File: config.mk
export PLATFORM = sky130hd
export DESIGN_NAME = batcher_sorter_serial
export DESIGN_NICKNAME = d
export VERILOG_FILES = /design/src/verilog/sort_pkg.sv /design/src/verilog/chunk_collector.sv /design/src/verilog/batcher_network_8.sv /design/src/verilog/chunk_serializer.sv /design/src/verilog/batcher_sorter_serial.sv
export SDC_FILE = /design/constraint.sdc
export NUM_CORES = 2
export LEC_CHECK = 0
export ABC_CLOCK_PERIOD_IN_PS = 148000
export BUFFER_PORTS_ARGS = -buffer_cell sky130_fd_sc_hd__buf_2
export CORE_MARGIN = 2
export CORE_UTILIZATION = 30
export DETAILED_ROUTE_END_ITERATION = 10
export MAX_ROUTING_LAYER = met4
export SLEW_MARGIN = 20
export SYNTH_ARGS = -nofsm -noshare
export SYNTH_HDL_FRONTEND = slang
export SYNTH_HIERARCHICAL = 1
export SYNTH_SLANG_ARGS = --single-unit
File: constraint.sdc
create_clock -name clock -period 148 [get_ports clock]
set_input_delay 29.6 -clock clock [delete_from_list [all_inputs] [get_ports clock]]
set_output_delay 29.6 -clock clock [all_outputs]
set_load 0.01 [all_outputs]
File: src/verilog/sort_pkg.sv
// Shared widths, comparator tables and stream types for the chunk sorter RTL and its testbench
package sort_pkg;

    localparam int WORD_WIDTH = 32;
    localparam int SORT_SIZE = 8;
    localparam int NETWORK_DEPTH = 6;
    localparam int LEN_WIDTH = 4;
    localparam int PAIRS_PER_LAYER = SORT_SIZE / 2;

    // Batcher odd-even merge sort for eight inputs, 19 compare-exchanges in six layers
    // Entries past PAIR_COUNT in a row are never used
    localparam int PAIR_COUNT [NETWORK_DEPTH] = '{4, 4, 2, 4, 2, 3};

    localparam int PAIR_LO [NETWORK_DEPTH][PAIRS_PER_LAYER] = '{
        '{0, 2, 4, 6},
        '{0, 1, 4, 5},
        '{1, 5, 0, 0},
        '{0, 1, 2, 3},
        '{2, 3, 0, 0},
        '{1, 3, 5, 0}
    };

    localparam int PAIR_HI [NETWORK_DEPTH][PAIRS_PER_LAYER] = '{
        '{1, 3, 5, 7},
        '{2, 3, 6, 7},
        '{2, 6, 0, 0},
        '{4, 5, 6, 7},
        '{4, 5, 0, 0},
        '{2, 4, 6, 0}
    };

    typedef logic [WORD_WIDTH-1:0] sort_word_t;
    typedef logic [LEN_WIDTH-1:0] chunk_len_t;

    // Slot 0 is the lowest word after sorting
    typedef sort_word_t [SORT_SIZE-1:0] sort_block_t;

    typedef struct packed {
        sort_block_t data;
        chunk_len_t  len;
    } sort_chunk_t;

    typedef struct packed {
        sort_word_t data;
        chunk_len_t len;
    } stream_beat_t;

endpackage

File: src/verilog/chunk_collector.sv
// Input stage of the sorter that packs streamed words into a padded eight-word block
`timescale 1ns/1ps

module chunk_collector import sort_pkg::*; (
    input  logic         clock,
    input  logic         arst_n,
    input  stream_beat_t in_beat,
    input  logic         in_valid,
    output logic         in_ready,
    output sort_chunk_t  block,
    output logic         block_valid,
    input  logic         block_ready
);

    sort_block_t                    data_q;
    chunk_len_t                     len_q;
    logic [$clog2(SORT_SIZE)-1:0]   wr_idx;
    logic                           block_valid_q;
    logic                           accept;
    logic                           chunk_done;

    // A finished block blocks the input only until the network claims it
    assign in_ready = ~block_valid_q | block_ready;
    assign accept = in_valid & in_ready;
    assign chunk_done = accept & (chunk_len_t'(wr_idx) == in_beat.len - chunk_len_t'(1));

    assign block.data = data_q;
    assign block.len = len_q;
    assign block_valid = block_valid_q;

    always_ff @(posedge clock or negedge arst_n) begin
        if (!arst_n) begin
            wr_idx <= '0;
            block_valid_q <= 1'b0;
        end else begin
            if (chunk_done) begin
                wr_idx <= '0;
            end else if (accept) begin
                wr_idx <= wr_idx + 1'b1;
            end

            // A chunk may complete in the very cycle the previous block is taken
            if (chunk_done) begin
                block_valid_q <= 1'b1;
            end else if (block_ready) begin
                block_valid_q <= 1'b0;
            end
        end
    end

    always_ff @(posedge clock) begin
        if (accept) begin
            // Padding uses all ones so it sorts above every real word
            if (wr_idx == '0) begin
                for (int i = 1; i < SORT_SIZE; i++) begin
                    data_q[i] <= '1;
                end
            end
            data_q[wr_idx] <= in_beat.data;
        end
        if (chunk_done) begin
            len_q <= in_beat.len;
        end
    end

endmodule

File: src/verilog/batcher_network_8.sv
// Pipelined eight-input Batcher odd-even merge network that sorts one block per cycle
`timescale 1ns/1ps

module batcher_network_8 import sort_pkg::*; (
    input  logic        clock,
    input  logic        arst_n,
    input  sort_chunk_t block,
    input  logic        block_valid,
    output logic        block_ready,
    output sort_chunk_t sorted,
    output logic        sorted_valid,
    input  logic        sorted_ready
);

    // Layer inputs, compare-exchange results and the registers between layers
    sort_chunk_t              stage_src [NETWORK_DEPTH];
    sort_chunk_t              stage_d [NETWORK_DEPTH];
    sort_chunk_t              stage_q [NETWORK_DEPTH];
    logic [NETWORK_DEPTH-1:0] stage_valid;
    logic                     stall;

    // The whole pipe freezes when the final layer holds an unclaimed block.
    // Bubbles are not squeezed out, which keeps the control to one signal
    assign stall = stage_valid[NETWORK_DEPTH-1] & ~sorted_ready;
    assign block_ready = ~stall;

    assign stage_src[0] = block;

    genvar l;
    generate
        for (l = 0; l < NETWORK_DEPTH; l++) begin : g_layer
            if (l > 0) begin : g_chain
                assign stage_src[l] = stage_q[l-1];
            end

            // Pairs inside one layer never share a slot, so each reads the layer input directly
            always_comb begin
                stage_d[l] = stage_src[l];
                for (int p = 0; p < PAIR_COUNT[l]; p++) begin
                    if (stage_src[l].data[PAIR_HI[l][p]] < stage_src[l].data[PAIR_LO[l][p]]) begin
                        stage_d[l].data[PAIR_LO[l][p]] = stage_src[l].data[PAIR_HI[l][p]];
                        stage_d[l].data[PAIR_HI[l][p]] = stage_src[l].data[PAIR_LO[l][p]];
                    end
                end
            end
        end
    endgenerate

    always_ff @(posedge clock or negedge arst_n) begin
        if (!arst_n) begin
            stage_valid <= '0;
        end else if (!stall) begin
            stage_valid <= {stage_valid[NETWORK_DEPTH-2:0], block_valid};
        end
    end

    always_ff @(posedge clock) begin
        if (!stall) begin
            for (int i = 0; i < NETWORK_DEPTH; i++) begin
                stage_q[i] <= stage_d[i];
            end
        end
    end

    assign sorted = stage_q[NETWORK_DEPTH-1];
    assign sorted_valid = stage_valid[NETWORK_DEPTH-1];

endmodule

File: src/verilog/chunk_serializer.sv
// Output stage of the sorter that streams the first len words of each sorted block
`timescale 1ns/1ps

module chunk_serializer import sort_pkg::*; (
    input  logic         clock,
    input  logic         arst_n,
    input  sort_chunk_t  sorted,
    input  logic         sorted_valid,
    output logic         sorted_ready,
    output stream_beat_t out_beat,
    output logic         out_valid,
    output logic         out_last,
    input  logic         out_ready
);

    typedef enum logic {
        st_idle,
        st_emit
    } ser_state_t;

    ser_state_t                   state_q;
    sort_block_t                  buf_q;
    chunk_len_t                   len_q;
    logic [$clog2(SORT_SIZE)-1:0] rd_idx;
    logic                         beat_done;
    logic                         last_done;
    logic                         load;

    assign out_valid = (state_q == st_emit);
    assign out_last = out_valid & (chunk_len_t'(rd_idx) == len_q - chunk_len_t'(1));
    assign out_beat.data = buf_q[rd_idx];
    assign out_beat.len = len_q;

    assign beat_done = out_valid & out_ready;
    assign last_done = beat_done & out_last;

    // Taking a new block while the last word leaves avoids a gap between chunks
    assign sorted_ready = (state_q == st_idle) | last_done;
    assign load = sorted_valid & sorted_ready;

    always_ff @(posedge clock or negedge arst_n) begin
        if (!arst_n) begin
            state_q <= st_idle;
            rd_idx <= '0;
        end else begin
            case (state_q)
                st_idle: begin
                    if (load) begin
                        state_q <= st_emit;
                        rd_idx <= '0;
                    end
                end
                st_emit: begin
                    if (load) begin
                        rd_idx <= '0;
                    end else if (last_done) begin
                        state_q <= st_idle;
                    end else if (beat_done) begin
                        rd_idx <= rd_idx + 1'b1;
                    end
                end
                default: begin
                    state_q <= st_idle;
                end
            endcase
        end
    end

    always_ff @(posedge clock) begin
        if (load) begin
            buf_q <= sorted.data;
            len_q <= sorted.len;
        end
    end

endmodule

File: src/verilog/batcher_sorter_serial.sv
// Top level of the streaming chunk sorter, from serial input words to sorted serial output
`timescale 1ns/1ps

module batcher_sorter_serial import sort_pkg::*; (
    input  logic         clock,
    input  logic         arst_n,
    input  stream_beat_t in_beat,
    input  logic         in_valid,
    output logic         in_ready,
    output stream_beat_t out_beat,
    output logic         out_valid,
    output logic         out_last,
    input  logic         out_ready
);

    sort_chunk_t block;
    logic        block_valid;
    logic        block_ready;
    sort_chunk_t sorted;
    logic        sorted_valid;
    logic        sorted_ready;

    chunk_collector u_collector (
        .clock       (clock),
        .arst_n      (arst_n),
        .in_beat     (in_beat),
        .in_valid    (in_valid),
        .in_ready    (in_ready),
        .block       (block),
        .block_valid (block_valid),
        .block_ready (block_ready)
    );

    batcher_network_8 u_network (
        .clock        (clock),
        .arst_n       (arst_n),
        .block        (block),
        .block_valid  (block_valid),
        .block_ready  (block_ready),
        .sorted       (sorted),
        .sorted_valid (sorted_valid),
        .sorted_ready (sorted_ready)
    );

    chunk_serializer u_serializer (
        .clock        (clock),
        .arst_n       (arst_n),
        .sorted       (sorted),
        .sorted_valid (sorted_valid),
        .sorted_ready (sorted_ready),
        .out_beat     (out_beat),
        .out_valid    (out_valid),
        .out_last     (out_last),
        .out_ready    (out_ready)
    );

endmodule

==> flow_summary.json <==
{
  "critical_path_class": "input pin to primary output",
  "ant_nets": 0,
  "die_w_um": 572,
  "wirelength_um": 209000,
  "gp_congestion": 0.871,
  "routedWlPerCell_um": 19.6,
  "async_flop_share_pct": 0.669,
  "fin_setup_tns_ns": 0,
  "hold_depth": 0,
  "cts_buffer_depth": 4,
  "worst-path-max-fanout": 31,
  "rr_worst_depth": 11,
  "ctsHoldBuffers": 0,
  "grt_usage_pct": 13.1,
  "max_freq_mhz": 16.5,
  "synth_xor_area_share_pct": 0.0724,
  "ios": 79,
  "synth_edf_count": 2080,
  "ctsResizeCount": 0,
  "cap_violations": 0,
  "htreeDepth": 4,
  "synth_compound_area_share_pct": 4.09,
  "cts_tree": "done",
  "tightest_slew_ns": 1.14,
  "cts_sinks": 2094,
  "syn2layout_area_growth_pct": 12.0,
  "postCtsSetupBuffers": 0,
  "synthCells": 6061,
  "die_h_um": 572,
  "grt_antenna_before_repair": 32,
  "gr-total-overflow": 0,
  "route.detailed.drc": 0,
  "synth_top_family_by_area": "multiplexers",
  "grt_pass1_vias": 49234,
  "end_kind": "primary output",
  "vias_per_cell": 4.55,
  "port_buffers": 78,
  "fin_skew_ns": 0.0483,
  "crit_required_ns": 118.40,
  "syn_avg_cell_area_um2": 16.0,
  "worstSetupStartpointType": "input pin",
  "synth-main-ff-cell": "edfxtp_1",
  "synth_warnings": 6,
  "start_util_pct": 30.1,
  "layout_commonest_cell": "edfxtp_1",
  "rrSetupSlack_ns": 141.91,
  "dr_total_vias": 48662,
  "slew-limit-headroom_pct": 24.2,
  "synth_seq_area_share_pct": 64.9,
  "synthesis.area_um2": 96800,
  "clk_pin_slew_ns": 0.06,
  "setup.worst_path.start": "out_ready",
  "die-area_um2": 327000,
  "rsz0062_at_grt": "no",
  "yosysTopAreaCell": "edfxtp_1",
  "hold_violations": 0,
  "min_period_over_period_pct": 41.0,
  "synth_seq_cells": 2094,
  "synth-simple-area-share_pct": 3.49,
  "period_needed_ns": 60.74,
  "slew_viol_final": 0,
  "r2r-end": "u_network/stage_q[0][121]$_DFFE_PN_",
  "clkLatencyLatePin_ns": 0.85,
  "syn_nets": 6696,
  "synth_mux_area_share_pct": 16.2,
  "r2r-start": "u_serializer/len_q[0]$_DFFE_PP_",
  "final_cell_mix": "edfxtp_1 (2080), mux2_2 (1148), inv_1 (596)",
  "synth.top_cell.area_share_pct": 64.5,
  "yosys.cell_types.count": 68,
  "endpoint": "in_ready",
  "final_layout_size_suffix_gt1_share_pct": 27.2,
  "hpwl_um": 153000,
  "drtPass1Iterations": 5,
  "setup_viol": 0,
  "cts_buffers": 202,
  "design.core.area_um2": 321000,
  "arrival_ns": 31.14,
  "drtIter0Drc": 3120,
  "grt_pass1_wl_um": 315000,
  "synthTopCellsByArea": "edfxtp_1 (65%), mux2_2 (13%), ha_1 (7.7%), inv_1 (2.3%), mux4_2 (1.5%)",
  "rows": 208,
  "cts-root-buf": "clkbuf_16",
  "worstHoldPathType": "flop to flop",
  "outcome": "finished clean",
  "nNetsFinal": 6854,
  "grt_max_degree": 199,
  "fill_cells": 30627,
  "synthAdderAreaFrac_pct": 7.69
}
[critical path, stage by stage]
cell	delay, ns
buf_2	0.15
inv_1	0.09
o21ai_2	0.19
nand2b_4	0.54
nand2b_1	0.29
buf_2	0.23
[sequential cells by signal, indices dropped and copies added, names as in the netlist]
name and flops:
u_network/stage_q 1560, u_collector/block 256, u_serializer/buf_q 256, u_network/stage_valid 6, u_collector/len_q 4, u_serializer/len_q 4
u_collector/wr_idx 3, u_serializer/rd_idx 3, u_collector/block_valid 1, u_serializer/out_valid 1
[cell families after synthesis]
kind of cell / after synthesis
buf+inv: 786
flops: 2094
fa+ha+maj: 595
mux: 1320
simple gates: 710
xor+xnor: 8
compound gates: 548
[area by class of cell]
type,instances,area [um2],share of cell area [%]
flip-flops and latches,2094,62800,57.9
multi-input cells,3181,30600,28.2
well taps,4305,5390,4.97
clock buffers,232,5270,4.87
inverters,598,2240,2.07
clock inverters,121,1120,1.04
repair buffers,142,920,0.848
diodes,21,52.6,0.0485
[Yosys cell counts (all sizes together), types with 17 or more instances]
| library cell | number |
|---|---|
| a211o | 32 |
| a21o | 97 |
| a21oi | 183 |
| a221oi | 37 |
| a31o | 32 |
| a31oi | 21 |
| and2 | 19 |
| and4 | 40 |
| buf | 169 |
| clkbuf | 19 |
| edfxtp | 2080 |
| ha | 595 |
| inv | 598 |
| mux2 | 1253 |
| mux4 | 64 |
| nand2 | 301 |
| nand2b | 26 |
| nand3 | 77 |
| nand4 | 77 |
| nor2 | 147 |
| o21a | 17 |
| o21ai | 49 |
[how the worst min path moves through the flow]
stage | from | to
floorplan | u_collector/len_q[0]$_DFFE_PP_ | u_network/stage_q[0][0]$_DFFE_PN_
global placement | u_network/stage_q[5][22]$_DFFE_PN_ | u_serializer/buf_q[18]$_DFFE_PP_
detailed placement | u_network/stage_q[1][110]$_DFFE_PN_ | u_network/stage_q[2][110]$_DFFE_PN_
CTS | u_network/stage_q[5][132]$_DFFE_PN_ | u_serializer/buf_q[128]$_DFFE_PP_
global route | u_network/stage_q[5][132]$_DFFE_PN_ | u_serializer/buf_q[128]$_DFFE_PP_
finish | u_network/stage_q[5][132]$_DFFE_PN_ | u_serializer/buf_q[128]$_DFFE_PP_
[metal layers]
metal / vias up / share of wire (%) / track usage [%]
li1: 23412 / - / -
met1: 24197 / 47 / 17.8
met2: 743 / 46 / 20.2
met3: 310 / 4.4 / 2.08
met4: 0 / 2.6 / 3.58
met5: - / 0 / -
[through the flow]
| step | hold WS, ns | area, um2 | worst slack [ns] | util, % | std cells |
|---|---|---|---|---|---|
| 2_1_floorplan | 0.400 | 96800 | 43.52 | - | 6061 |
| 3_3_place_gp | 0.400 | 102000 | 87.20 | 31.7 | 10319 |
| 3_5_place_dp | 0.405 | 102000 | 87.24 | 31.7 | 10319 |
| 4_1_cts | 0.389 | 108000 | 87.22 | 33.7 | 10672 |
| 5_1_grt | 0.401 | 108000 | 87.13 | 33.8 | 10693 |
| 6_report | 0.388 | 108000 | 87.26 | 33.8 | 10694 |
Power is left out: the tool's default activity adds up to more than one toggle a clock period on the data nets, which glitch-free logic cannot reach.
